$ cat src/vec_alu_pkg.sv
`default_nettype none

package vec_alu_pkg;

	// Vector word size, lane 0 sits in the top bits
	localparam int VEC_W = 64;

	typedef logic [VEC_W-1:0] vec_word_t;

	// Instruction class, bits [0:5] of the instruction word
	typedef enum logic [5:0] {
		R_ALU     = 6'b101010,
		LOAD      = 6'b100000,
		STORE     = 6'b100001,
		BRANCH_EZ = 6'b100010,
		BRANCH_NZ = 6'b100011,
		NOP       = 6'b111100
	} op_code_e;

	// R-type function field
	// Shift, divide, modulo, square and root codes decode as illegal
	typedef enum logic [5:0] {
		VNOP   = 6'b000000,
		VAND   = 6'b000001,
		VOR    = 6'b000010,
		VXOR   = 6'b000011,
		VNOT   = 6'b000100,
		VMOV   = 6'b000101,
		VADD   = 6'b000110,
		VSUB   = 6'b000111,
		VMULEU = 6'b001000,
		VMULOU = 6'b001001,
		VSLL   = 6'b001010,
		VSRL   = 6'b001011,
		VSRA   = 6'b001100,
		VRTTH  = 6'b001101,
		VDIV   = 6'b001110,
		VMOD   = 6'b001111,
		VSQEU  = 6'b010000,
		VSQOU  = 6'b010001,
		VSQRT  = 6'b010010
	} r_func_e;

	// WW field
	typedef enum logic [1:0] {
		WIDTH_8  = 2'b00,
		WIDTH_16 = 2'b01,
		WIDTH_32 = 2'b10,
		WIDTH_64 = 2'b11
	} lane_width_e;

	// Instruction as seen by the ALU
	typedef struct packed {
		op_code_e    op_code;
		r_func_e     r_func;
		lane_width_e width;
		vec_word_t   operand_a;
		vec_word_t   operand_b;
	} alu_req_t;

	// Unit that owns the result
	typedef enum logic [1:0] {
		UNIT_NONE   = 2'd0,
		UNIT_LOGIC  = 2'd1,
		UNIT_ADDSUB = 2'd2,
		UNIT_MULT   = 2'd3
	} unit_sel_e;

	// Logic unit operations
	typedef enum logic [2:0] {
		LOP_AND  = 3'd0,
		LOP_OR   = 3'd1,
		LOP_XOR  = 3'd2,
		LOP_NOT  = 3'd3,
		LOP_MOV  = 3'd4,
		LOP_RTTH = 3'd5
	} logic_op_e;

	// Decoded controls
	typedef struct packed {
		unit_sel_e unit;
		logic_op_e logic_op;
		logic      subtract;
		logic      odd_lanes;
		logic      illegal;
	} alu_ctrl_t;

endpackage

`default_nettype wire

$ cat src/vec_mult_eo.sv
`timescale 1ns/1ps
`default_nettype none

module vec_mult_eo (
	input  logic                     odd_lanes,
	input  vec_alu_pkg::lane_width_e width,
	input  vec_alu_pkg::vec_word_t   operand_a,
	input  vec_alu_pkg::vec_word_t   operand_b,
	output vec_alu_pkg::vec_word_t   product_result
);

	import vec_alu_pkg::*;

	// Product word per source width: 8, 16, 32
	vec_word_t prod_by_width [3];

	for (genvar w = 0; w < 3; w++) begin : g_width
		localparam int LANE_W = 8 << w;
		localparam int PROD_W = 2 * LANE_W;

		for (genvar j = 0; j < VEC_W / PROD_W; j++) begin : g_pair
			// Top bit of source lane 2j, also top bit of product lane j
			localparam int TOP = VEC_W - 1 - j * PROD_W;

			logic [LANE_W-1:0] a_lane;
			logic [LANE_W-1:0] b_lane;

			// Odd lane 2j+1 sits just below even lane 2j
			assign a_lane = odd_lanes ? operand_a[TOP - LANE_W -: LANE_W]
				: operand_a[TOP -: LANE_W];
			assign b_lane = odd_lanes ? operand_b[TOP - LANE_W -: LANE_W]
				: operand_b[TOP -: LANE_W];

			// Unsigned, full double-width product
			assign prod_by_width[w][TOP -: PROD_W] = PROD_W'(a_lane) * PROD_W'(b_lane);
		end
	end

	always_comb begin
		case (width)
			WIDTH_8:  product_result = prod_by_width[0];
			WIDTH_16: product_result = prod_by_width[1];
			WIDTH_32: product_result = prod_by_width[2];
			// 64-bit lanes are rejected in decode
			default:  product_result = '0;
		endcase
	end

endmodule

`default_nettype wire

$ cat config.mk
export PLATFORM = sky130hd
export DESIGN_NAME = vec_mult_eo
export DESIGN_NICKNAME = d
export VERILOG_FILES = /design/src/vec_alu_pkg.sv /design/src/vec_mult_eo.sv
export SDC_FILE = /design/constraint.sdc
export NUM_CORES = 2
export LEC_CHECK = 0
export BUFFER_PORTS_ARGS = -buffer_cell sky130_fd_sc_hd__clkbuf_2
export CAP_MARGIN = 20
export CORE_MARGIN = 3
export CORE_UTILIZATION = 55
export DETAILED_ROUTE_END_ITERATION = 16
export GPL_TIMING_DRIVEN = 1
export PLACE_DENSITY = 0.81
export SKIP_LAST_GASP = 1
export SLEW_MARGIN = 20
export SYNTH_ARGS = -nofsm -noshare
export SYNTH_HDL_FRONTEND = slang
export SYNTH_SLANG_ARGS = --single-unit
$ cat constraint.sdc
create_clock -name vclk -period 8.3
set_input_delay 0 -clock vclk [all_inputs]
set_output_delay 0 -clock vclk [all_outputs]
set_load 0.01 [all_outputs]
==> results.cfg <==
[hold_path]
worstHoldPathType = in2out
worstHoldEndpoint = product_result[47]
holdPathStages = 3
timing.hold.worst.start = width[1]

[floorplanning]
die_height_um = 336
initial_core_util = 0.556
die-area_um2 = 113000
floorplan.rows = 120
die_w_um = 336
core_box_area_um2 = 108000
io_pins = 195

[yosys]
yosys.area_share.xor_xnor = 0.0217
synthSimpleGateAreaFrac = 0.169
share_of_synthesized_area_spent_on_multiplexers = 0.00318
synth-adder-area-share = 0.607
synthCells = 7349
syn-mean-instance-area_um2 = 8.13
combinational_family_with_the_most_area_after_synthesis = adder cells
synthesized_area_um2 = 59800
register_area_share_after_synthesis = 0
yosys.cell_types.count = 80
synth_nets = 9523
yosys_warnings = 0
area_fraction_in_compound_gates_after_synthesis = 0.0803

[finish]
most-common-layout-cells = inv_1 (1598), fa_1 (1415), nand2_1 (1233)
design.seq.count = 0
layout_commonest_cell = inv_1
layout-drive-gt1-share = 0.131
layout-area-overhead-vs-synth_pct = 14.2
regArea_um2 = 0
clockBufferCount = 0
fin_area_um2 = 68200
layout_net_count = 10082

[worst_setup_path]
timing.critical_path.to_type = primary output
crit_buf_inv = 9
startpoint_type = input port
crit_top_cell = fa_1
crit_family = adder cells
slowest_delay_ps = 600
setup.worst_path.start = odd_lanes
slowest_stage = fa_1
arrival_ps = 8200
worst-setup-path-type = in2out
worstPathRequired_ps = 8300
crit_path_max_fanout = 15

[timing]
max_slew_margin = 0.364
final-setup-viol-count = 0
fin_worst_hold_slack_ps = 800
worst-slew-pin-transition_ps = 954
setup_repair_after_global_routing_missed_its_margin = true
finalMaxSlewViolations = 0
timing_hold_violations_final = 0
period_share = 0.988
finalSetupTns_ps = 0
max_freq_mhz = 122
final_period_minus_worst_setup_slack_ps = 8200
finalWorstSetupSlack_ps = 98.4

[routing]
drt_pre_antenna_iters = 7
post_drt_via_cell_ratio = 5.91
detailroute.via_count = 55089
post_drt_wl_per_cell_um = 27.7
drt.antenna.violating_nets = 0
drc_errors = 0
drt-initial-drc-count = 6391
wirelength_um = 258000

[placement]
placedInstanceArea_um2 = 67200
port_buffers = 195
setup_slack_placement_ps = -541
dp_hpwl_um = 227000
globalplace.congestion = 1.12

[clock_tree]
ctsHoldBuffers = 0

[run_status]
run_status = finished clean

[grt]
grt_util_all_layers = 0.460
grt_pass1_wl_um = 373000
grt_antenna_before_repair = 22
grt-ovfl-total = 0
grt_pass1_vias = 56903
grt_max_degree = 46

[flow_run]
cap_violations = 0
[kinds of logic (layout without fill, tap and decap cells)]
| group | count (synthesis) | count (layout) |
|---|---|---|
| compound gates | 761 | 761 |
| xor+xnor | 148 | 148 |
| fa+ha+maj | 2043 | 2043 |
| buf+inv | 1894 | 2451 |
| mux | 19 | 19 |
| other cells | 0 | 12 |
| simple gates | 2484 | 2484 |
[cell type report]
cell class	count	area [µm²]
antenna	12	30.0
fill	9475	39300
tap	1403	1760
multi-input combinational	5455	53300
inverter	1598	6000
timing repair buffer	853	7150
[what timing repair did]
action	in CTS	in global routing
endpoints found under the setup margin	28	35
buffers inserted	1	17
cloned	0	5
pin swaps	2	25
gates resized for setup	34	164
[metal layers]
layer | vias up | global-route usage | routed length (µm)
li1 | 23126 | - | -
met1 | 27578 | 0.604 | 96800
met2 | 3636 | 0.666 | 106000
met3 | 733 | 0.166 | 36600
met4 | 16 | 0.244 | 18300
met5 | - | 0 | 125
[how the worst max path moves through the flow]
| stage | end | cells past startpoint |
|---|---|---|
| 2_1_floorplan | product_result[62] | 30 |
| 3_3_place_gp | product_result[48] | 29 |
| 3_5_place_dp | product_result[48] | 29 |
| 4_1_cts | product_result[48] | 32 |
| 5_1_grt | product_result[57] | 32 |
| 6_report | product_result[41] | 30 |
[Yosys cell counts, drive strengths merged, types with 24 or more instances]
library cell	count	share of area
a21o	75	0.0094
a21oi	305	0.026
and2	34	0.0036
buf	28	0.0019
clkbuf	268	0.017
fa	1428	0.48
ha	615	0.13
inv	1598	0.10
nand2	1252	0.079
nand2b	76	0.0080
nand3	30	0.0025
nor2	920	0.058
nor2b	69	0.0072
nor3	24	0.0021
o21a	53	0.0067
o21ai	142	0.012
o21bai	29	0.0036
o22ai	26	0.0028
xnor2	90	0.013
xor2	58	0.0085
[stage by stage]
stage,std cells,utilization
floorplan,7349,-
global placement,9286,0.625
detailed placement,9286,0.625
CTS,9287,0.626
global route,9311,0.634
finish,9321,0.635
Power is not shown: default switching activity piles up to over one toggle a cycle in this logic, so the estimate is an artifact.
