$ cat src/vec_alu_pkg.sv
`default_nettype none

package vec_alu_pkg;

	// Vector word size, lane 0 sits in the top bits
	localparam int VEC_W = 64;

	typedef logic [VEC_W-1:0] vec_word_t;

	// Instruction class, bits [0:5] of the instruction word
	typedef enum logic [5:0] {
		R_ALU     = 6'b101010,
		LOAD      = 6'b100000,
		STORE     = 6'b100001,
		BRANCH_EZ = 6'b100010,
		BRANCH_NZ = 6'b100011,
		NOP       = 6'b111100
	} op_code_e;

	// R-type function field
	// Shift, divide, modulo, square and root codes decode as illegal
	typedef enum logic [5:0] {
		VNOP   = 6'b000000,
		VAND   = 6'b000001,
		VOR    = 6'b000010,
		VXOR   = 6'b000011,
		VNOT   = 6'b000100,
		VMOV   = 6'b000101,
		VADD   = 6'b000110,
		VSUB   = 6'b000111,
		VMULEU = 6'b001000,
		VMULOU = 6'b001001,
		VSLL   = 6'b001010,
		VSRL   = 6'b001011,
		VSRA   = 6'b001100,
		VRTTH  = 6'b001101,
		VDIV   = 6'b001110,
		VMOD   = 6'b001111,
		VSQEU  = 6'b010000,
		VSQOU  = 6'b010001,
		VSQRT  = 6'b010010
	} r_func_e;

	// WW field
	typedef enum logic [1:0] {
		WIDTH_8  = 2'b00,
		WIDTH_16 = 2'b01,
		WIDTH_32 = 2'b10,
		WIDTH_64 = 2'b11
	} lane_width_e;

	// Instruction as seen by the ALU
	typedef struct packed {
		op_code_e    op_code;
		r_func_e     r_func;
		lane_width_e width;
		vec_word_t   operand_a;
		vec_word_t   operand_b;
	} alu_req_t;

	// Unit that owns the result
	typedef enum logic [1:0] {
		UNIT_NONE   = 2'd0,
		UNIT_LOGIC  = 2'd1,
		UNIT_ADDSUB = 2'd2,
		UNIT_MULT   = 2'd3
	} unit_sel_e;

	// Logic unit operations
	typedef enum logic [2:0] {
		LOP_AND  = 3'd0,
		LOP_OR   = 3'd1,
		LOP_XOR  = 3'd2,
		LOP_NOT  = 3'd3,
		LOP_MOV  = 3'd4,
		LOP_RTTH = 3'd5
	} logic_op_e;

	// Decoded controls
	typedef struct packed {
		unit_sel_e unit;
		logic_op_e logic_op;
		logic      subtract;
		logic      odd_lanes;
		logic      illegal;
	} alu_ctrl_t;

endpackage

`default_nettype wire

$ cat src/alu_decode.sv
`timescale 1ns/1ps
`default_nettype none

module alu_decode (
	input  vec_alu_pkg::alu_req_t  req,
	output vec_alu_pkg::alu_ctrl_t ctrl
);

	import vec_alu_pkg::*;

	always_comb begin
		// Safe defaults, nothing owns the result
		ctrl.unit      = UNIT_NONE;
		ctrl.logic_op  = LOP_AND;
		ctrl.subtract  = 1'b0;
		ctrl.odd_lanes = 1'b0;
		ctrl.illegal   = 1'b1;

		// Only R-type instructions reach the units
		if (req.op_code == R_ALU) begin
			case (req.r_func)
				VAND: begin
					ctrl.unit     = UNIT_LOGIC;
					ctrl.logic_op = LOP_AND;
					ctrl.illegal  = 1'b0;
				end
				VOR: begin
					ctrl.unit     = UNIT_LOGIC;
					ctrl.logic_op = LOP_OR;
					ctrl.illegal  = 1'b0;
				end
				VXOR: begin
					ctrl.unit     = UNIT_LOGIC;
					ctrl.logic_op = LOP_XOR;
					ctrl.illegal  = 1'b0;
				end
				VNOT: begin
					ctrl.unit     = UNIT_LOGIC;
					ctrl.logic_op = LOP_NOT;
					ctrl.illegal  = 1'b0;
				end
				VMOV: begin
					ctrl.unit     = UNIT_LOGIC;
					ctrl.logic_op = LOP_MOV;
					ctrl.illegal  = 1'b0;
				end
				VRTTH: begin
					// Valid at every lane width
					ctrl.unit     = UNIT_LOGIC;
					ctrl.logic_op = LOP_RTTH;
					ctrl.illegal  = 1'b0;
				end
				VADD, VSUB: begin
					ctrl.unit     = UNIT_ADDSUB;
					ctrl.subtract = (req.r_func == VSUB);
					ctrl.illegal  = 1'b0;
				end
				VMULEU, VMULOU: begin
					// No 64x64 product fits a 64-bit word
					if (req.width != WIDTH_64) begin
						ctrl.unit      = UNIT_MULT;
						ctrl.odd_lanes = (req.r_func == VMULOU);
						ctrl.illegal   = 1'b0;
					end
				end
				// Reserved or removed functions
				VNOP, VSLL, VSRL, VSRA, VDIV, VMOD, VSQEU, VSQOU, VSQRT: begin
					ctrl.illegal = 1'b1;
				end
				default: begin
					ctrl.illegal = 1'b1;
				end
			endcase
		end
	end

	// Illegal requests never claim a unit
	always_comb begin
		assert (!(ctrl.illegal && (ctrl.unit != UNIT_NONE)))
			else $error("alu_decode: illegal request selects a unit");
	end

endmodule

`default_nettype wire

$ cat config.mk
export PLATFORM = sky130hd
export DESIGN_NAME = alu_decode
export DESIGN_NICKNAME = d
export VERILOG_FILES = /design/src/vec_alu_pkg.sv /design/src/alu_decode.sv
export SDC_FILE = /design/constraint.sdc
export NUM_CORES = 1
export LEC_CHECK = 0
export BUFFER_PORTS_ARGS = -buffer_cell sky130_fd_sc_hd__buf_2
export CORE_AREA = 2 2 57 59
export DETAILED_ROUTE_END_ITERATION = 8
export DIE_AREA = 0 0 59 61
export GPL_TIMING_DRIVEN = 0
export PLACE_DENSITY_LB_ADDON = 0.25
export SYNTH_ARGS = -nofsm -noshare
export SYNTH_HDL_FRONTEND = slang
export SYNTH_SLANG_ARGS = --single-unit
$ cat constraint.sdc
create_clock -name vclk -period 2.9
set_clock_uncertainty 0.15 [all_clocks]
set_input_delay 0.725 -clock vclk [all_inputs]
set_output_delay 0.725 -clock vclk [all_outputs]
set_load 0.05 [all_outputs]
==> run metrics <==
RSZ-0062 raised after global routing=false; synth unique cells=21; met2 usage=0.0587; M3 GR Usage=0.00213; setup_tns=0 ps; # rows=20; final count of pins violating max slew=0; Chip Height=61 um; Power per Cell Area=80.0 nW/um^2; post-CTS setup buffer count=0; critical path type=input pin to primary output; f_max=0.353 GHz; relative slew slack=0.722; Yosys top cell area share=0.106; io pins=150; Mapped Area=224 um^2; leak pwr=0.173 nW; largest net degree at the start of global routing=9; worst hold path class=input pin to primary output; sequential-to-total area share from yosys stat=0; Vias per Instance=3.75; Starting DRT DRC Count=1; Critical Path AT=~2000 ps; VDD IR max=25.4 uV; register area=0 um^2; GPL Wtd Cong=about 0.62; crit path cell chain=buf_2 -> or4b_1 -> o21ai_1 -> nor4b_4 -> buf_2; drt wl/cell=9.38 um; routed wire length=797 um; GRT busiest layer=met1; slowest stage delay, CP=slightly above 500 ps; final antenna diode count=0; launching element type of the critical path=input pin; commonest non-fill, non-tap cell in the layout=buf_2; All-Layer GR Usage=0.0414; WP buf/inv=2; Setup-failing EPs final=0; antenna-violating nets left=0; CP max stage cell=or4b_1; placed inst area=405 um^2; first-pass GRT wire length=around 1200 um; dominant cell type by area after synthesis=nor4b_4; Tmin final=~2800 ps; routing usage on met1=0.0708; Tcrit/Tclk final=0.977; Net Count, Synth=172; Die X=59 um; worst-path fanout max=6; vias in the first global route=266; Layout area overhead=81.0%; port buffer count=22; initial antenna violation count=0; # clk buffers=0; Die Area=3600 um^2; final instance area=405 um^2; status=complete, no violations; hold_buf cts=0; Final nets=~200; Post-route DRC=0; share of layout cells above drive strength 1=0.596; Yosys warnings=0; top cell family by delay on the critical path=simple AND/OR/NAND/NOR gates; num sequential=0; Worst setup EP type=primary output; dominant cells by area after synthesis=nor4b_4 11%, and3b_2 8.9%, a21oi_1 6.7%; total iterations of the first detailed-routing run=3; post-cts gate resize count=0; WP data required=2030 ps; initial cell density of the core=0.0758; most frequent CP cell=buf_2; vias=around 320; hpwl dp=689 um; gr ovfl total=0; Hold Fails Final Rpt=0; most frequent cells in the layout=22 x buf_2, 4 x nor2_1, 3 x nand2_1, 3 x a21oi_1; worst-margin pin slew=roughly 410 ps; max cap viols=0; syn_area_per_cell=roughly 7.5 um^2; Core Area=2950 um^2; cells after synthesis=30
==> logic make-up after synthesis <==
family,Yosys count,share of synthesized area
compound gates,8,0.229
xor+xnor,1,0.0391
simple gates,20,0.687
mux,1,0.0447
==> final timing paths <==
kind,from,to,slack [ps],cells after the start
min,req[135],ctrl[5],1690,3
max,req[130],ctrl[3],70,5
==> layer usage <==
metal / wire (um) / vias up
li1: - / 166
met1: 453 / 137
met2: 280 / 16
met3: 63 / 0
met4: 0 / 0
met5: 0 / -
==> per-stage QoR <==
stage / setup WS [ps] / hold slack [ps] / cells / power (mW) / util
floorplan: 54.4 / 1370 / 30 / 0.0146 / -
global placement: 61.4 / 1700 / 85 / 0.0321 / 0.137
detailed placement: 59.8 / 1690 / 85 / 0.0325 / 0.137
CTS: 56.8 / 1690 / 85 / 0.0327 / 0.137
global route: 8.52 / 1700 / 85 / 0.0357 / 0.137
finish: 66.6 / 1690 / 85 / 0.0324 / 0.137
==> worst min-delay path, stage by stage <==
cell	delay [ps]
buf_2	140
nor4_4	50
buf_2	200
==> cells in the mapped netlist <==
library cell / number
nor2_1: 4
a21oi_1: 3
nand2_1: 3
and3b_2: 2
nand3_1: 2
a211o_1: 1
and4_1: 1
and4bb_2: 1
mux2i_1: 1
nor2b_1: 1
nor3b_2: 1
nor4_1: 1
nor4b_1: 1
nor4b_4: 1
o211ai_1: 1
o21ai_0: 1
o21ai_1: 1
o21ba_2: 1
or2b_2: 1
or4b_1: 1
xor2_1: 1
==> layout make-up <==
cell class	count	area, um^2
well taps	33	41.3
multi-input cells	30	254
fillers	360	2550
repair buffers	22	110
==> report_power, final <==
| group | switching (mW) | internal (mW) |
|---|---|---|
| sequential | 0 | 0 |
| combinational | 0.0169 | 0.0156 |
| clock | 0 | 0 |
(Power assumes the default switching activity.)
