<file path="src/vec_alu_pkg.sv">
`default_nettype none

package vec_alu_pkg;

	// Vector word size, lane 0 sits in the top bits
	localparam int VEC_W = 64;

	typedef logic [VEC_W-1:0] vec_word_t;

	// Instruction class, bits [0:5] of the instruction word
	typedef enum logic [5:0] {
		R_ALU     = 6'b101010,
		LOAD      = 6'b100000,
		STORE     = 6'b100001,
		BRANCH_EZ = 6'b100010,
		BRANCH_NZ = 6'b100011,
		NOP       = 6'b111100
	} op_code_e;

	// R-type function field
	// Shift, divide, modulo, square and root codes decode as illegal
	typedef enum logic [5:0] {
		VNOP   = 6'b000000,
		VAND   = 6'b000001,
		VOR    = 6'b000010,
		VXOR   = 6'b000011,
		VNOT   = 6'b000100,
		VMOV   = 6'b000101,
		VADD   = 6'b000110,
		VSUB   = 6'b000111,
		VMULEU = 6'b001000,
		VMULOU = 6'b001001,
		VSLL   = 6'b001010,
		VSRL   = 6'b001011,
		VSRA   = 6'b001100,
		VRTTH  = 6'b001101,
		VDIV   = 6'b001110,
		VMOD   = 6'b001111,
		VSQEU  = 6'b010000,
		VSQOU  = 6'b010001,
		VSQRT  = 6'b010010
	} r_func_e;

	// WW field
	typedef enum logic [1:0] {
		WIDTH_8  = 2'b00,
		WIDTH_16 = 2'b01,
		WIDTH_32 = 2'b10,
		WIDTH_64 = 2'b11
	} lane_width_e;

	// Instruction as seen by the ALU
	typedef struct packed {
		op_code_e    op_code;
		r_func_e     r_func;
		lane_width_e width;
		vec_word_t   operand_a;
		vec_word_t   operand_b;
	} alu_req_t;

	// Unit that owns the result
	typedef enum logic [1:0] {
		UNIT_NONE   = 2'd0,
		UNIT_LOGIC  = 2'd1,
		UNIT_ADDSUB = 2'd2,
		UNIT_MULT   = 2'd3
	} unit_sel_e;

	// Logic unit operations
	typedef enum logic [2:0] {
		LOP_AND  = 3'd0,
		LOP_OR   = 3'd1,
		LOP_XOR  = 3'd2,
		LOP_NOT  = 3'd3,
		LOP_MOV  = 3'd4,
		LOP_RTTH = 3'd5
	} logic_op_e;

	// Decoded controls
	typedef struct packed {
		unit_sel_e unit;
		logic_op_e logic_op;
		logic      subtract;
		logic      odd_lanes;
		logic      illegal;
	} alu_ctrl_t;

endpackage

`default_nettype wire

</file>
<file path="src/alu_result_stage.sv">
`timescale 1ns/1ps
`default_nettype none

module alu_result_stage (
	input  logic                   clk,
	input  logic                   reset,
	input  logic                   op_valid,
	input  vec_alu_pkg::alu_ctrl_t ctrl,
	input  vec_alu_pkg::vec_word_t logic_result,
	input  vec_alu_pkg::vec_word_t sum_result,
	input  vec_alu_pkg::vec_word_t product_result,
	output vec_alu_pkg::vec_word_t result,
	output logic                   result_valid,
	output logic                   illegal_op
);

	import vec_alu_pkg::*;

	// Result of the owning unit
	vec_word_t selected;

	always_comb begin
		case (ctrl.unit)
			UNIT_LOGIC:  selected = logic_result;
			UNIT_ADDSUB: selected = sum_result;
			UNIT_MULT:   selected = product_result;
			// Illegal ops return zero
			default:     selected = '0;
		endcase
	end

	always_ff @(posedge clk) begin
		if (reset) begin
			result       <= '0;
			result_valid <= 1'b0;
			illegal_op   <= 1'b0;
		end else begin
			result_valid <= op_valid;
			// Flag lives only in the strobe cycle
			illegal_op   <= op_valid & ctrl.illegal;
			// Result holds through idle cycles
			if (op_valid) begin
				result <= selected;
			end
		end
	end

	// Illegal flag only comes with a valid zero result
	assert property (@(posedge clk) disable iff (reset)
		illegal_op |-> (result_valid && (result == '0)))
		else $error("alu_result_stage: illegal_op without a valid zero result");

endmodule

`default_nettype wire

</file>
<file path="config.mk">
export PLATFORM = sky130hd
export DESIGN_NAME = alu_result_stage
export DESIGN_NICKNAME = d
export VERILOG_FILES = /design/src/vec_alu_pkg.sv /design/src/alu_result_stage.sv
export SDC_FILE = /design/constraint.sdc
export NUM_CORES = 1
export LEC_CHECK = 0
export ABC_AREA = 1
export BUFFER_PORTS_ARGS = -buffer_cell sky130_fd_sc_hd__buf_2
export CAP_MARGIN = 20
export CORE_ASPECT_RATIO = 1.25
export CORE_MARGIN = 10
export CORE_UTILIZATION = 44
export DETAILED_ROUTE_END_ITERATION = 12
export PLACE_DENSITY = 0.83
export SYNTH_ARGS = -nofsm -noshare
export SYNTH_HDL_FRONTEND = slang
export SYNTH_SLANG_ARGS = --single-unit
</file>
<file path="constraint.sdc">
create_clock -name clk -period 2.2 [get_ports clk]
set_input_delay 0.44 -clock clk [delete_from_list [all_inputs] [get_ports clk]]
set_output_delay 0.44 -clock clk [all_outputs]
set_load 0.02 [all_outputs]
</file>
==> flow_summary.yaml, run 1 <==
finish:
  finish.net_count: 1012
  drive_gt1_share_pct: 43.9
  syn2layout_area_growth_pct: 38.0
  instances_no_fill: 939
sta:
  tns_ns: 0
  fin_ws_ns: 0.921
  final_hold_viol_count: 0
  slew_violations: 0
  period_needed_ns: 1.28
  slew_headroom_pct: 54.2
  setup_viol: 0
  fin_worst_skew_ns: 0
  fmax_ghz: 0.782
  rsz0062_at_grt: "no"
  worst_slew_pin_slew_ns: 0.687
  period_share_pct: 58.1
yosys:
  seq_area_frac_synth_pct: 32.0
  ys.flop_type: "dfxtp_1"
  synthesis.area_mm2: 0.00412
  async_flop_share_pct: 0
  yosys_warnings: 0
  synth-edff-count: 0
  ys_ff_latch: 66
  syn_nets: 784
  synth_largest_type_area_fraction_pct: 32.0
  yosys.area.top_type: "dfxtp_1"
  synth_commonest_cells: "256 x nand3_1, 129 x nand2_1, 66 x dfxtp_1, 60 x a21oi_2, 21 x buf_4"
  synth_cell_types: 14
  syn_inst: 581
  netlist_top_cells_area: "dfxtp_1 32%, nand3_1 31%, a21oi_2 13%"
  synth_most_common_cell: "nand3_1"
  avgSynthCellArea_um2: 7.10
detailed_routing:
  num_vias: 4962
  drt_iter0_markers: 265
  vias_per_cell: 5.28
  wl_um: 15100
  wl_per_cell_um: 16.1
  drc_errors: 0
  first_pass_iters: 4
  ant_nets: 0
placed_design:
  numPlacedInstances: 921
  dp_hpwl_um: 11500
  gp_congestion: 0.898
  dp_slack_ns: 0.611
  io_buffers: 263
pwr:
  p_leak_nw: 2.70
  max-vdd-ir-drop_uv: 331
  share_comb_of_total_power_pct: 20.9
  switchingPower_w: 0.00101
  p_per_area_mw_per_mm2: 672
  seq_power_share_pct: 33.8
  internal_power_w: 0.00281
  pwr-share-clk_pct: 45.3
  swShare_pct: 26.4
critical_path:
  path_class: "primary input to register"
  path_max_fanout: 62
  timing.rr.end: "result[41]"
  r2r_cells: 2
  reg2reg_from: "result[41]"
  rrSetupSlack_ns: 1.56
  crit_path_end_kind: "register"
  required_ns: 2.45
  arrival_ns: 1.53
  setup.worst_path.start_class: "primary input"
die:
  io_pins: 269
  dieHeight_um: 128
  die_area_mm2: 0.0137
  row_count: 39
  coreArea_mm2: 0.00913
  start_util_pct: 45.2
  chipWidth_um: 107
flow_run:
  maxCapViolations: 0
worst_hold_path:
  hold_depth: 3
  hold_path_end: "illegal_op"
  hold_class: "primary input to register"
  hp-start: "ctrl[0]"
outcome:
  outcome: "complete, no violations"
clock_tree:
  post_cts_resized: 0
  hold_buffers: 0
  root_buffer: "clkbuf_16"
  clock_sinks: 66
  h-tree-depth: 3
  cts_tree: "done"
  cts_made_buffers: 9
  clk_pin_slew_ns: 0.06
  post-cts-setup-buffer-count: 0
  worstSkewPairLatency_ns: 0.32
  clk_path_buf_depth: 2
global_route:
  grt_pass1_wl_um: 23700
  grt_overflow: 0
  grt_pass1_vias: 4755
  grt_util_all_layers_pct: 20.9
  antenna_found_initial: 2
  grt_max_degree: 67
==> kinds of logic (layout without fill, tap and decap cells) <==
logic type | count (synthesis) | in the layout | share of synthesized area, %
AND/OR/NAND/NOR | 387 | 387 | 43.0
flip-flops | 66 | 66 | 32.0
AO/OA/AOI/OAI | 64 | 64 | 13.2
buffers and inverters | 64 | 297 | 11.7
other | 0 | 2 | 0
==> power groups by stage <==
stage	Combinational (W)	Sequential, W	Clock, W
5_1_grt	0.000877	0.00130	0.00182
3_3_place_gp	0.000791	0.00131	0
4_1_cts	0.000804	0.00129	0.00177
6_report	0.000797	0.00129	0.00173
2_1_floorplan	0.000421	0.00140	0
3_5_place_dp	0.000800	0.00132	0
==> how the worst max path moves through the flow <==
stage / startpoint / slack [ns] / end / cells after the start
detailed placement: ctrl[6] / 0.61 / result[5] / 6
global route: ctrl[6] / 0.81 / result[7] / 6
finish: ctrl[6] / 0.92 / result[1] / 6
floorplan: op_valid / 1.03 / result[0] / 5
global placement: ctrl[6] / 0.63 / result[61] / 6
CTS: result[29] / 0.91 / result[29] / 1
==> critical path: stages <==
cell and delay (ns):
buf_4 0.11, buf_4 0.47, nand3_1 0.13, nand3_1 0.13, nand2_1 0.07, a21oi_2 0.14
==> per-stage QoR <==
step,instance area (um2),power [W],util (%),hold slack (ns)
after floorplan,4120,0.00182,-,0.540
after global placement,5320,0.00211,58.3,0.451
final,5690,0.00382,62.3,0.340
after detailed placement,5320,0.00212,58.3,0.454
after CTS,5680,0.00386,62.3,0.327
after global routing,5690,0.00400,62.3,0.353
==> flip-flops by register name, summed over array words and instances (netlist names) <==
| name | cells |
|---|---|
| result | 64 |
| illegal_op | 1 |
| result_valid | 1 |
==> layout make-up <==
class	instances	area, um2
antenna	2	5.00
clock buffer	9	225
clock inverter	7	141
fill	873	3440
inverter	3	11.3
multi-input combinational	451	2320
sequential	66	1320
tap	123	154
timing repair buffer	278	1510
==> layer usage <==
layer	wire length, um	vias up	global-route usage, %
met5	0	-	0
met4	408	0	8.30
met3	1330	21	6.84
met2	7460	221	35.3
met1	5940	2254	23.8
li1	-	2466	-
==> cells in the final DEF (no fill, tap or decap) <==
| cell type | count |
|---|---|
| buf_2 | 260 |
| nand3_1 | 256 |
| nand2_1 | 129 |
| dfxtp_1 | 66 |
| a21oi_2 | 60 |
| buf_4 | 12 |
| clkbuf_16 | 9 |
| buf_12 | 6 |
| a21oi_1 | 4 |
| bufinv_16 | 4 |
| inv_2 | 3 |
| diode_2 | 2 |
| nor2_1 | 2 |
| clkinvlp_4 | 1 |
| clkinv_4 | 1 |
| clkinv_2 | 1 |
Power figures use the tool's default switching activity.
==> run 2, diff against run 1 <==
ABC_AREA = 0   (was 1)
CORE_UTILIZATION = 36   (was 44)
PLACE_DENSITY = 0.77   (was 0.83)
clock period = 1.14 ns   (was 2.2 ns; I/O delays follow)
==> run 2 against run 1 <==
Against the previous run: final cell count down 12%; flip-flop and latch count unchanged; power increased by 80%; largest power group unchanged; synthesized area is 15% lower; critical endpoint is now result[53]; synthesized cell count decreased by 25%; sequential power grew 99%; largest cell class unchanged.
==> flow_summary.yaml, run 2 <==
yosys:
  synth_most_common_cell: "dfxtp_1"
  async_flop_share_pct: 0
  ys.flop_type: "dfxtp_1"
  syn_inst: 438
  yosys_warnings: 0
  netlist_top_cells_area: "dfxtp_1 38%, a211oi_1 14%, nor2b_1 12%"
  syn_nets: 641
  synth-edff-count: 0
  synth_cell_types: 15
  seq_area_frac_synth_pct: 37.8
  ys_ff_latch: 66
  avgSynthCellArea_um2: 7.99
  synth_commonest_cells: "66 x dfxtp_1, 65 x nor2b_1"
  synthesis.area_mm2: 0.00350
  synth_largest_type_area_fraction_pct: 37.8
  yosys.area.top_type: "dfxtp_1"
critical_path:
  crit_chain: "buf_2"
  path_max_fanout: 2
  critical_path.max_stage_delay_ns: 0.34
  critPathBufInv: 1
  slowest_stage: "dfxtp_1"
  arrival_ns: 0.85
  required_ns: 0.91
  cp_top_family: "flip-flops"
  setup.worst_path.start_class: "register"
  path_class: "register to output pin"
  crit_path_end_kind: "output pin"
clock_tree:
  post-cts-setup-buffer-count: 0
  cts_tree: "done"
  clk_pin_slew_ns: 0.06
  root_buffer: "clkbuf_16"
  h-tree-depth: 3
  cts_made_buffers: 9
  clock_sinks: 66
  clk_path_buf_depth: 2
  worstSkewPairLatency_ns: 0.33
  post_cts_resized: 0
  hold_buffers: 0
detailed_routing:
  wl_um: 14100
  vias_per_cell: 5.22
  ant_nets: 0
  num_vias: 4319
  first_pass_iters: 4
  drt_iter0_markers: 174
  drc_errors: 0
  wl_per_cell_um: 17.0
sta:
  final_hold_viol_count: 0
  period_needed_ns: 1.08
  slew_headroom_pct: 73.6
  rsz0062_at_grt: "no"
  period_share_pct: 94.7
  fmax_ghz: 0.926
  worst_slew_pin_slew_ns: 0.396
  hold_ws_ns: 0.109
  setup_viol: 0
  fin_worst_skew_ns: 0
  slew_violations: 0
die:
  die_area_mm2: 0.0141
  start_util_pct: 36.6
  chipWidth_um: 108
  io_pins: 269
  dieHeight_um: 130
  coreArea_mm2: 0.00956
  row_count: 40
global_route:
  grt_max_degree: 75
  grt_pass1_wl_um: 21300
  grt_util_all_layers_pct: 18.6
  antenna_found_initial: 0
  grt_pass1_vias: 4426
  grt_overflow: 0
flow_run:
  maxCapViolations: 0
finish:
  largest_register_ffs: 64
  finish.net_count: 899
  regMostFlops: "result"
  final_common_cell: "buf_2"
  antennaDiodeCount: 0
  layout_common_cells: "262 x buf_2, 66 x dfxtp_1, 65 x nor2b_1"
  fill_cells: 907
  syn2layout_area_growth_pct: 51.1
  reg.largest.list: "result: 64 flops, illegal_op: 1 flops, result_valid: 1 flops"
  drive_gt1_share_pct: 44.7
pwr:
  power_w: 0.00690
  max-vdd-ir-drop_uv: 599
  p_leak_nw: 2.49
  p_per_area_mw_per_mm2: 1300
placed_design:
  dp_hpwl_um: 11000
  gp_congestion: 0.889
  io_buffers: 263
worst_hold_path:
  hold_class: "primary input to register"
outcome:
  outcome: "complete, no violations"
## run 2: worst paths after layout
path | start | endpoint | slack (ns) | cells after the start
max | result[53] | result[53] | 0.06 | 1
min | ctrl[0] | illegal_op | 0.11 | 2
max reg2reg | result[14] | result[14] | 0.40 | 2
min reg2reg | result[24] | result[24] | 0.47 | 2
## run 2: kinds of logic (layout without fill, tap and decap cells)
kind of cell,after synthesis,count (layout),share of synthesized area (%)
compound gates,128,128,22.9
simple gates,196,196,30.5
buf+inv,48,311,8.90
flops,66,66,37.8
## run 2: cell type report
| cell class | count | area (um2) | area share, % |
|---|---|---|---|
| multi-input combinational | 324 | 1870 | 35.4 |
| clock inverter | 5 | 52.6 | 0.994 |
| clock buffer | 11 | 253 | 4.78 |
| timing repair buffer | 295 | 1630 | 30.9 |
| tap | 126 | 158 | 2.98 |
| sequential | 66 | 1320 | 25.0 |
## run 2: through the flow
step	instances	TNS [ns]	setup slack [ns]	util, %	area (um2)
global placement	811	-1.43	-0.0847	52.1	4980
floorplan	438	0	0.155	-	3500
global route	827	0	0.0162	55.3	5290
detailed placement	811	-3.73	-0.162	52.1	4980
CTS	827	0	0.0410	55.3	5290
finish	827	0	0.0599	55.3	5290
## run 2: routing by layer
layer	track usage (%)	share of wire (%)	vias to the layer above
met3	6.61	8.8	24
li1	-	-	2136
met1	19.4	38	1978
met5	0	0	-
met4	7.24	2.2	0
met2	33.3	51	181
## run 2: report_power, final
part           leakage [nW]  switching, W  internal (W)  total, W
Clock                 0.151      0.000992       0.00180   0.00279
Sequential            0.548     0.0000865       0.00249   0.00257
Combinational          1.79      0.000846      0.000687   0.00153
