### config.mk
export PLATFORM = sky130hd
export DESIGN_NAME = vec_logic_unit
export DESIGN_NICKNAME = d
export VERILOG_FILES = /design/src/vec_alu_pkg.sv /design/src/vec_logic_unit.sv
export SDC_FILE = /design/constraint.sdc
export NUM_CORES = 1
export LEC_CHECK = 0
export ABC_AREA = 1
export CELL_PAD_IN_SITES_DETAIL_PLACEMENT = 1
export CELL_PAD_IN_SITES_GLOBAL_PLACEMENT = 2
export CORE_MARGIN = 1.5
export CORE_UTILIZATION = 32
export DETAILED_ROUTE_END_ITERATION = 7
export DONT_BUFFER_PORTS = 1
export PLACE_DENSITY = 0.89
export SLEW_MARGIN = 20
export SYNTH_ARGS = -nofsm -noshare
export SYNTH_HDL_FRONTEND = slang
export SYNTH_SLANG_ARGS = --single-unit
### constraint.sdc
create_clock -name vclk -period 1.7
set_input_delay 0.34 -clock vclk [all_inputs]
set_output_delay 0.34 -clock vclk [all_outputs]
set_load 0.005 [all_outputs]
### src/vec_alu_pkg.sv
`default_nettype none

package vec_alu_pkg;

	// Vector word size, lane 0 sits in the top bits
	localparam int VEC_W = 64;

	typedef logic [VEC_W-1:0] vec_word_t;

	// Instruction class, bits [0:5] of the instruction word
	typedef enum logic [5:0] {
		R_ALU     = 6'b101010,
		LOAD      = 6'b100000,
		STORE     = 6'b100001,
		BRANCH_EZ = 6'b100010,
		BRANCH_NZ = 6'b100011,
		NOP       = 6'b111100
	} op_code_e;

	// R-type function field
	// Shift, divide, modulo, square and root codes decode as illegal
	typedef enum logic [5:0] {
		VNOP   = 6'b000000,
		VAND   = 6'b000001,
		VOR    = 6'b000010,
		VXOR   = 6'b000011,
		VNOT   = 6'b000100,
		VMOV   = 6'b000101,
		VADD   = 6'b000110,
		VSUB   = 6'b000111,
		VMULEU = 6'b001000,
		VMULOU = 6'b001001,
		VSLL   = 6'b001010,
		VSRL   = 6'b001011,
		VSRA   = 6'b001100,
		VRTTH  = 6'b001101,
		VDIV   = 6'b001110,
		VMOD   = 6'b001111,
		VSQEU  = 6'b010000,
		VSQOU  = 6'b010001,
		VSQRT  = 6'b010010
	} r_func_e;

	// WW field
	typedef enum logic [1:0] {
		WIDTH_8  = 2'b00,
		WIDTH_16 = 2'b01,
		WIDTH_32 = 2'b10,
		WIDTH_64 = 2'b11
	} lane_width_e;

	// Instruction as seen by the ALU
	typedef struct packed {
		op_code_e    op_code;
		r_func_e     r_func;
		lane_width_e width;
		vec_word_t   operand_a;
		vec_word_t   operand_b;
	} alu_req_t;

	// Unit that owns the result
	typedef enum logic [1:0] {
		UNIT_NONE   = 2'd0,
		UNIT_LOGIC  = 2'd1,
		UNIT_ADDSUB = 2'd2,
		UNIT_MULT   = 2'd3
	} unit_sel_e;

	// Logic unit operations
	typedef enum logic [2:0] {
		LOP_AND  = 3'd0,
		LOP_OR   = 3'd1,
		LOP_XOR  = 3'd2,
		LOP_NOT  = 3'd3,
		LOP_MOV  = 3'd4,
		LOP_RTTH = 3'd5
	} logic_op_e;

	// Decoded controls
	typedef struct packed {
		unit_sel_e unit;
		logic_op_e logic_op;
		logic      subtract;
		logic      odd_lanes;
		logic      illegal;
	} alu_ctrl_t;

endpackage

`default_nettype wire

### src/vec_logic_unit.sv
`timescale 1ns/1ps
`default_nettype none

module vec_logic_unit (
	input  vec_alu_pkg::logic_op_e   logic_op,
	input  vec_alu_pkg::lane_width_e width,
	input  vec_alu_pkg::vec_word_t   operand_a,
	input  vec_alu_pkg::vec_word_t   operand_b,
	output vec_alu_pkg::vec_word_t   logic_result
);

	import vec_alu_pkg::*;

	// Half-lane rotate of operand_a, one candidate per lane width
	// Index follows the WW encoding
	vec_word_t rot_by_width [4];

	for (genvar w = 0; w < 4; w++) begin : g_width
		localparam int LANE_W = 8 << w;
		localparam int HALF_W = LANE_W / 2;

		// Every lane is treated alike, so lane order does not matter here
		for (genvar i = 0; i < VEC_W / LANE_W; i++) begin : g_lane
			// Low half moves up, high half moves down
			assign rot_by_width[w][i*LANE_W +: LANE_W] = {
				operand_a[i*LANE_W +: HALF_W],
				operand_a[i*LANE_W + HALF_W +: HALF_W]
			};
		end
	end

	always_comb begin
		case (logic_op)
			LOP_AND:  logic_result = operand_a & operand_b;
			LOP_OR:   logic_result = operand_a | operand_b;
			LOP_XOR:  logic_result = operand_a ^ operand_b;
			// Unary ops use operand_a only
			LOP_NOT:  logic_result = ~operand_a;
			LOP_MOV:  logic_result = operand_a;
			LOP_RTTH: logic_result = rot_by_width[width];
			default:  logic_result = '0;
		endcase
	end

endmodule

`default_nettype wire

==> out/results.txt, run 1 <==
Outcome: finished, violations left
Failing checks: negative setup slack
Util after Layout: 35.6%
CTS Hold Bufs: 0
I/O pin cnt: 197
Routed WL per cell: 19.2 um
Tmin final: 1.74 ns
Leak: 4.28 nW
Placeable Area: 0.0202 mm2
Critical path's largest stage delay: 0.18 ns
Setup violators final: 8
Worst VDD drop: 0.0000585 V
Worst Setup End Kind: output port
Switching fraction of total power: 62.8%
Slew Limit Fails: 0
Vias in the first global route: 7904
Final period util: 102%
Antenna-violating nets left: 0
Commonest non-fill, non-tap cells in the layout: nand3_1 (340), nor2_1 (288), nand2_1 (193), inv_1 (193), ha_1 (128)
Yosys top cell area share: 27.9%
Clock buffers: 0
Reg power frac: 0%
Max-slew headroom: 77.7%
Post-place setup slack: 0.0374 ns
Routed WL: 29.2 mm
Die extent in x: 147 um
DP Wirelength: 22.4 mm
Die area: 0.0215 mm2
Synth cell types: 13
ANT cells: 0
Setup TNS: -0.121 ns
Most common cell after layout, fill and taps aside: nand3_1
Synth Area per Inst: 5.08 um2
Area occupied by registers: 0 um2
CP max-delay cell: nor3_4
Pin count of the biggest net entering global routing: 66
Fill cells: 2865
Grt total ovfl: 0
First-pass GRT wire length: 44.6 mm
Number of remaining DRC errors: 0
CP required: 1.36 ns
PnR worst setup slack: -0.0412 ns
Critical path type: input port to output port
Seq cells: 0
Vias: 8272
Worst slew pin tran: 0.334 ns
First-pass DRT Iterations: 5
Peak Freq: 574 MHz
Critical path peak fanout: 65
Area growth syn-to-layout: 9.23%
Total Routing Usage GR: 25.8%
Tightest Hold Check Type: input port to output port
Initial antenna violation count: 0
Crit path launch type: input port
Port Buffers: 0
Critical Path, Cell by Cell: inv_4 -> nor3_4 -> buf_4 -> buf_12 -> buf_12 -> nand3_1 -> nand3_2
Arrival @ worst endpoint: 1.40 ns
Final hold vios: 0
Area of the multi-input gates: 0.00567 mm2
Synth area leaders: nand3_1 (28%), ha_1 (24%), nor2_1 (16%), nand2_1 (11%), inv_1 (11%)
Share of cells above drive strength 1: 5.36%
Mapped Nets: 1561
Switching pwr: 0.843 mW
Iteration-0 DRC count of the detailed router: 699
# nets final: 1512
Die height: 147 um
Initial core utilization: 32.6%
CP most frequent cell: buf_12
Combinational share of power: 100.0%
Cell taking the most area after synthesis: nand3_1
Post-Synthesis Cells: 1300
Pwr dens: 186 mW/mm2
Internal power: 0.498 mW
DR vias/cell: 5.45
RSZ-0062 raised after global routing: yes
Standard-cell rows: 52
Synthesized cell area: 0.00660 mm2
Max-cap viol count: 0
Clock power frac: 0%
Ys Warns: 0
Power, Total: 1.34 mW
Final GP Congestion: 0.874
Sequential area share after synthesis: 0%
-- per-stage QoR --
| step | std cells | hold WS [ns] | cell area (um2) |
|---|---|---|---|
| 6_report | 1519 | 0.892 | 7210 |
| 3_3_place_gp | 1512 | 0.892 | 6960 |
| 2_1_floorplan | 1300 | 0.866 | 6600 |
| 5_1_grt | 1519 | 0.906 | 7210 |
| 3_5_place_dp | 1512 | 0.897 | 6960 |
| 4_1_cts | 1512 | 0.898 | 6960 |
-- critical path: cells and delay by family --
| family | cells | cell delay (ns) |
|---|---|---|
| AND/OR/NAND/NOR | 3 | 0.49 |
| buffers and inverters | 4 | 0.54 |
-- timing repair --
action	in CTS	in global routing
resized for setup	0	32
setup endpoints to repair	0	10
setup buffers	0	4
-- Yosys cell counts, drive strengths merged --
cell type	n
clkbuf	36
ha	128
nand2	195
nor3	1
o21ai	10
buf	46
nand3	368
nor2	289
inv	197
nand4	30
-- layout make-up --
class,count,area share (%)
well taps,270,4.69
multi-input cells,1021,78.6
repair buffers,31,6.42
inverters,197,10.3
-- power by group through the flow --
| stage | clock network, mW | registers, mW | logic (mW) |
|---|---|---|---|
| finish | 0 | 0 | 1.34 |
| floorplan | 0 | 0 | 0.996 |
| CTS | 0 | 0 | 1.29 |
| global route | 0 | 0 | 1.54 |
| detailed placement | 0 | 0 | 1.28 |
| global placement | 0 | 0 | 1.25 |
-- worst paths after layout --
kind	start	endpoint	depth (start not counted)
min	operand_a[7]	logic_result[7]	3
max	logic_op[2]	logic_result[13]	7
-- routing by layer --
| metal | vias to the layer above | track usage [%] | routed length, um |
|---|---|---|---|
| met1 | 3937 | 35.0 | 13100 |
| met2 | 256 | 40.8 | 12800 |
| met3 | 39 | 5.19 | 2290 |
| li1 | 4040 | - | - |
| met5 | - | 0 | 0 |
| met4 | 0 | 7.78 | 973 |
-- cell families after synthesis --
logic type	synth area share (%)
compound gates	0.758
fa+ha+maj	24.3
buf+inv	16.4
simple gates	58.6
(Power assumes the default switching activity.)
==> inputs of run 2 (changes only) <==
ABC_AREA = unset   (was 1)
CORE_ASPECT_RATIO = 1.2   (was unset)
CORE_UTILIZATION = 36   (was 32)
==> run 2 against run 1 <==
  * The flow now finishes without violations
  * Via count is 16% lower
  * Combinational power is 7% lower
  * Total power is 6.6% lower
  * Fmax is 2.8% higher
  * Non-clock buffer count is 5 higher
  * Critical path depth is 1 lower
  * Count of clock-buffer cells in the layout stayed put
  * Utilization is 1.8 points higher
  * Global-route usage is 0.83 points lower
  * Sequential share of layout area stayed put
  * Critical endpoint is now logic_result[26]
==> out/results.txt, run 2 <==
Most common cell after layout, fill and taps aside: a21oi_1
Grt total ovfl: 0
Critical path peak fanout: 89
First-pass GRT wire length: 38.2 mm
Iteration-0 DRC count of the detailed router: 378
Pwr dens: 185 mW/mm2
Cell taking the most area after synthesis: ha_1
Tightest Hold Check Type: input port to output port
ANT cells: 0
Antenna-violating nets left: 0
Vias: 6956
Cell with the most instances after synthesis: a21oi_1
Clock buffers: 0
Peak Freq: 590 MHz
Post-route cell area: 0.00678 mm2
Share of cells above drive strength 1: 7.37%
Worst VDD drop: 0.0000652 V
Area growth syn-to-layout: 2.61%
Critical path type: input port to output port
Post-route insts no fill: 1174
Synth Area per Inst: 6.65 um2
Tmin final: 1.69 ns
Synthesized cell area: 0.00661 mm2
Post-Synthesis Cells: 993
Sequential area share after synthesis: 0%
Crit path launch: logic_op[2]
Synth cell types: 28
Final GP Congestion: 0.918
Final hold vios: 0
DR vias/cell: 5.93
Dpl cell area: 0.00670 mm2
Placeable Area: 0.0181 mm2
Vias in the first global route: 6798
Worst Setup End Kind: output port
# nets final: 1213
Final period util: 99.7%
CTS Hold Bufs: 0
Max-cap viol count: 0
Fill cells: 2377
Commonest non-fill, non-tap cells in the layout: a21oi_1 (142), inv_1 (129), ha_1 (128), nand2_1 (84), nor2_1 (84)
Standard-cell rows: 54
Arrival @ worst endpoint: 1.35 ns
CP required: 1.36 ns
Port Buffers: 0
Seq cells: 0
Routed WL per cell: 21.3 um
RSZ-0062 raised after global routing: yes
Leak: 3.31 nW
Worst setup endpoint: logic_result[26]
Initial core utilization: 36.5%
Worst slew pin tran: 0.342 ns
Hold Slack: 0.752 ns
Placed cells: 1173
First-pass DRT Iterations: 4
Die height: 151 um
Power, Total: 1.25 mW
Util after Layout: 37.4%
Area occupied by registers: 0 um2
Number of remaining DRC errors: 0
Max-slew headroom: 77.0%
Synth area leaders: ha_1 (24%), a21oi_1 (11%), mux2i_1 (9.1%), inv_1 (7.3%), o22a_1 (6.0%)
Setup violators final: 0
Initial antenna violation count: 0
I/O pin cnt: 197
Top cells by count, synth: a21oi_1 (146), inv_1 (129), ha_1 (128), nand2_1 (84), nor2_1 (84)
Slew Limit Fails: 0
DP Wirelength: 20.0 mm
Yosys top cell area share: 24.2%
Routed WL: 25.1 mm
Total Routing Usage GR: 24.9%
Crit path launch type: input port
Post-CTS Setup Inserts: 0
Mapped Nets: 1254
Die area: 0.0192 mm2
Pin count of the biggest net entering global routing: 156
Die extent in x: 127 um
Outcome: finished clean
Ys Warns: 0
## run 2: how the worst min path moves through the flow
| stage | depth (start not counted) | endpoint | slack, ns | startpoint |
|---|---|---|---|---|
| CTS | 1 | logic_result[55] | 0.75 | logic_op[2] |
| global route | 1 | logic_result[59] | 0.75 | logic_op[2] |
| floorplan | 2 | logic_result[21] | 0.91 | operand_a[29] |
| global placement | 1 | logic_result[52] | 0.75 | logic_op[2] |
| finish | 1 | logic_result[55] | 0.75 | logic_op[2] |
| detailed placement | 1 | logic_result[55] | 0.75 | logic_op[2] |
## run 2: worst max-delay path: stages
cell and delay [ns]:
nand4b_1 0.11, buf_4 0.23, buf_4 0.19, a21oi_1 0.05, nor2_1 0.21, o221ai_1 0.20
## run 2: cells by family (layout without fill, tap and decap cells)
kind of cell | after synthesis | in the layout | synth area share (%)
fa+ha+maj | 128 | 128 | 24.2
mux | 80 | 80 | 12.5
compound gates | 330 | 330 | 30.9
buf+inv | 208 | 165 | 15.5
simple gates | 247 | 247 | 16.8
## run 2: routing by layer
metal  wire length (um)  vias to the layer above  global-route usage [%]
met3               1490                       46                    3.92
met2              12300                      221                    44.6
met4                740                        0                    6.93
li1                   -                     3353                       -
met1              10500                     3336                    31.0
met5                  0                        -                       0
## run 2: cell type report
class              count  area [um2]  area share [%]
repair buffers        36         367            5.41
multi-input cells    785        5650            83.3
well taps            224         280            4.13
inverters            129         484            7.14
## run 2: where the power goes
part	switching, mW	leakage [nW]	internal, mW	total [mW]
combinational	0.651	3.31	0.602	1.25
clock	0	0	0	0
sequential	0	0	0	0
## run 2: stage by stage
step	setup slack (ns)	TNS (ns)
after floorplan	0.151	0
after global placement	0.0195	0
after detailed placement	0.0201	0
after CTS	0.0199	0
after global routing	-0.0449	-0.286
final	0.00586	0
## run 2: timing repair
item	4_1_cts	5_1_grt
gates resized for setup	0	11
endpoints found under the setup margin	0	26
endpoints found under the hold margin	0	0
==> inputs of run 3 (changes only) <==
ABC_AREA = 1   (was unset)
CAP_MARGIN = 30   (was unset)
CORE_UTILIZATION = 32   (was 36)
==> run 3 against run 2 <==
  * Worst hold slack better by 0.15 ns
  * Fmax is 2.2% higher
  * Total power is 5.7% higher
  * Critical path depth is 1 higher
  * Die area is 12% higher
  * Sequential cell count stayed put
  * Largest cell class unchanged
  * Largest power group unchanged
==> out/results.txt, run 3 (synthesis results as in run 1) <==
# nets final: 1511
Placeable Area: 0.0203 mm2
Number of remaining DRC errors: 0
Setup violators final: 0
Dpl cell area: 0.00701 mm2
Tmin final: 1.66 ns
Max-cap viol count: 0
Crit path launch: logic_op[2]
CP max-delay cell: buf_4
Critical path peak fanout: 65
DP Wirelength: 23.5 mm
Hold EP: logic_result[57]
Crit path launch type: input port
RSZ-0062 raised after global routing: yes
Pin count of the biggest net entering global routing: 66
DR vias/cell: 5.46
Hold Startpoint: operand_a[57]
Initial core utilization: 32.6%
Antenna-violating nets left: 0
Die extent in x: 134 um
Final hold vios: 0
Final period util: 97.5%
Outcome: finished clean
Pwr dens: 188 mW/mm2
Die height: 160 um
Routed WL: 29.3 mm
ANT cells: 0
Seq cells: 0
Final GP Congestion: 0.912
Area growth syn-to-layout: 6.82%
Vias: 8260
Die area: 0.0215 mm2
Port Buffers: 0
Commonest non-fill, non-tap cells in the layout: nand3_1 (366), nor2_1 (288), nand2_1 (193), inv_1 (193), ha_1 (128)
Power, Total: 1.32 mW
Area occupied by registers: 0 um2
Standard-cell rows: 57
Most common cell after layout, fill and taps aside: nand3_1
Initial antenna violation count: 0
Vias in the first global route: 8230
Critical path type: input port to output port
Worst Setup End Kind: output port
Worst VDD drop: 0.0000780 V
Total Routing Usage GR: 26.7%
Grt total ovfl: 0
CP required: 1.36 ns
Tightest Hold Check Type: input port to output port
Clock buffers: 0
Setup TNS: 0 ns
Slew Limit Fails: 0
Arrival @ worst endpoint: 1.32 ns
First-pass GRT wire length: 45.9 mm
I/O pin cnt: 197
Share of cells above drive strength 1: 3.21%
Critical Path, Cell by Cell: inv_2 -> nor3_4 -> buf_4 -> buf_12 -> buf_12 -> nand3_1 -> nand3_1
Routed WL per cell: 19.4 um
Peak Freq: 603 MHz
Critical path's largest stage delay: 0.16 ns
Leak: 4.18 nW
First-pass DRT Iterations: 5
Worst slew pin tran: 0.333 ns
Worst Hold Depth: 3
Iteration-0 DRC count of the detailed router: 598
Post-route cell area: 0.00705 mm2
Fill cells: 2925
Max-slew headroom: 77.8%
[run 3: through the flow]
step / utilization [%] / worst slack, ns / hold slack (ns) / cells
2_1_floorplan: - / 0.0831 / 0.866 / 1300
3_3_place_gp: 34.6 / 0.0794 / 0.896 / 1510
3_5_place_dp: 34.6 / 0.0481 / 0.902 / 1510
4_1_cts: 34.6 / 0.0463 / 0.902 / 1510
5_1_grt: 34.8 / -0.0501 / 0.917 / 1513
6_report: 34.8 / 0.0418 / 0.899 / 1513
[run 3: area by class of cell]
class	instances	area, um2	share of cell area, %
Tap cell	265	332	4.70
Timing Repair Buffer	30	443	6.28
Multi-Input combinational cell	1021	5540	78.5
Inverter	197	739	10.5
[run 3: repair_timing]
action                                 4_1_cts  5_1_grt
endpoints found under the hold margin        0        0
buffers inserted                             0        2
hold buffers                                 0        0
setup endpoints to repair                    0        9
resized for setup                            0        1
[run 3: how the worst max path moves through the flow]
stage                     slack (ns)  cells after the start          endpoint
after global placement          0.08                      6  logic_result[62]
after global routing           -0.05                      6  logic_result[62]
after floorplan                 0.08                      5  logic_result[11]
after detailed placement        0.05                      6  logic_result[62]
after CTS                       0.05                      6  logic_result[62]
final                           0.04                      7  logic_result[13]
[run 3: routing by layer]
layer / vias to the layer above / global-route usage (%) / share of wire (%)
met5: - / 0 / 0
met4: 0 / 8.90 / 3.9
met1: 3929 / 33.0 / 42
li1: 4032 / - / -
met3: 51 / 4.99 / 6.9
met2: 248 / 46.3 / 48
[run 3: where the power goes]
group | leakage [nW] | internal, mW | switching [mW]
logic | 4.18 | 0.486 | 0.839
clock network | 0 | 0 | 0
registers | 0 | 0 | 0
total | 4.18 | 0.486 | 0.839
[run 3: critical path, delay by kind of cell]
family / cells / cell delay (ns)
simple gates: 3 / 0.42
buf+inv: 4 / 0.53
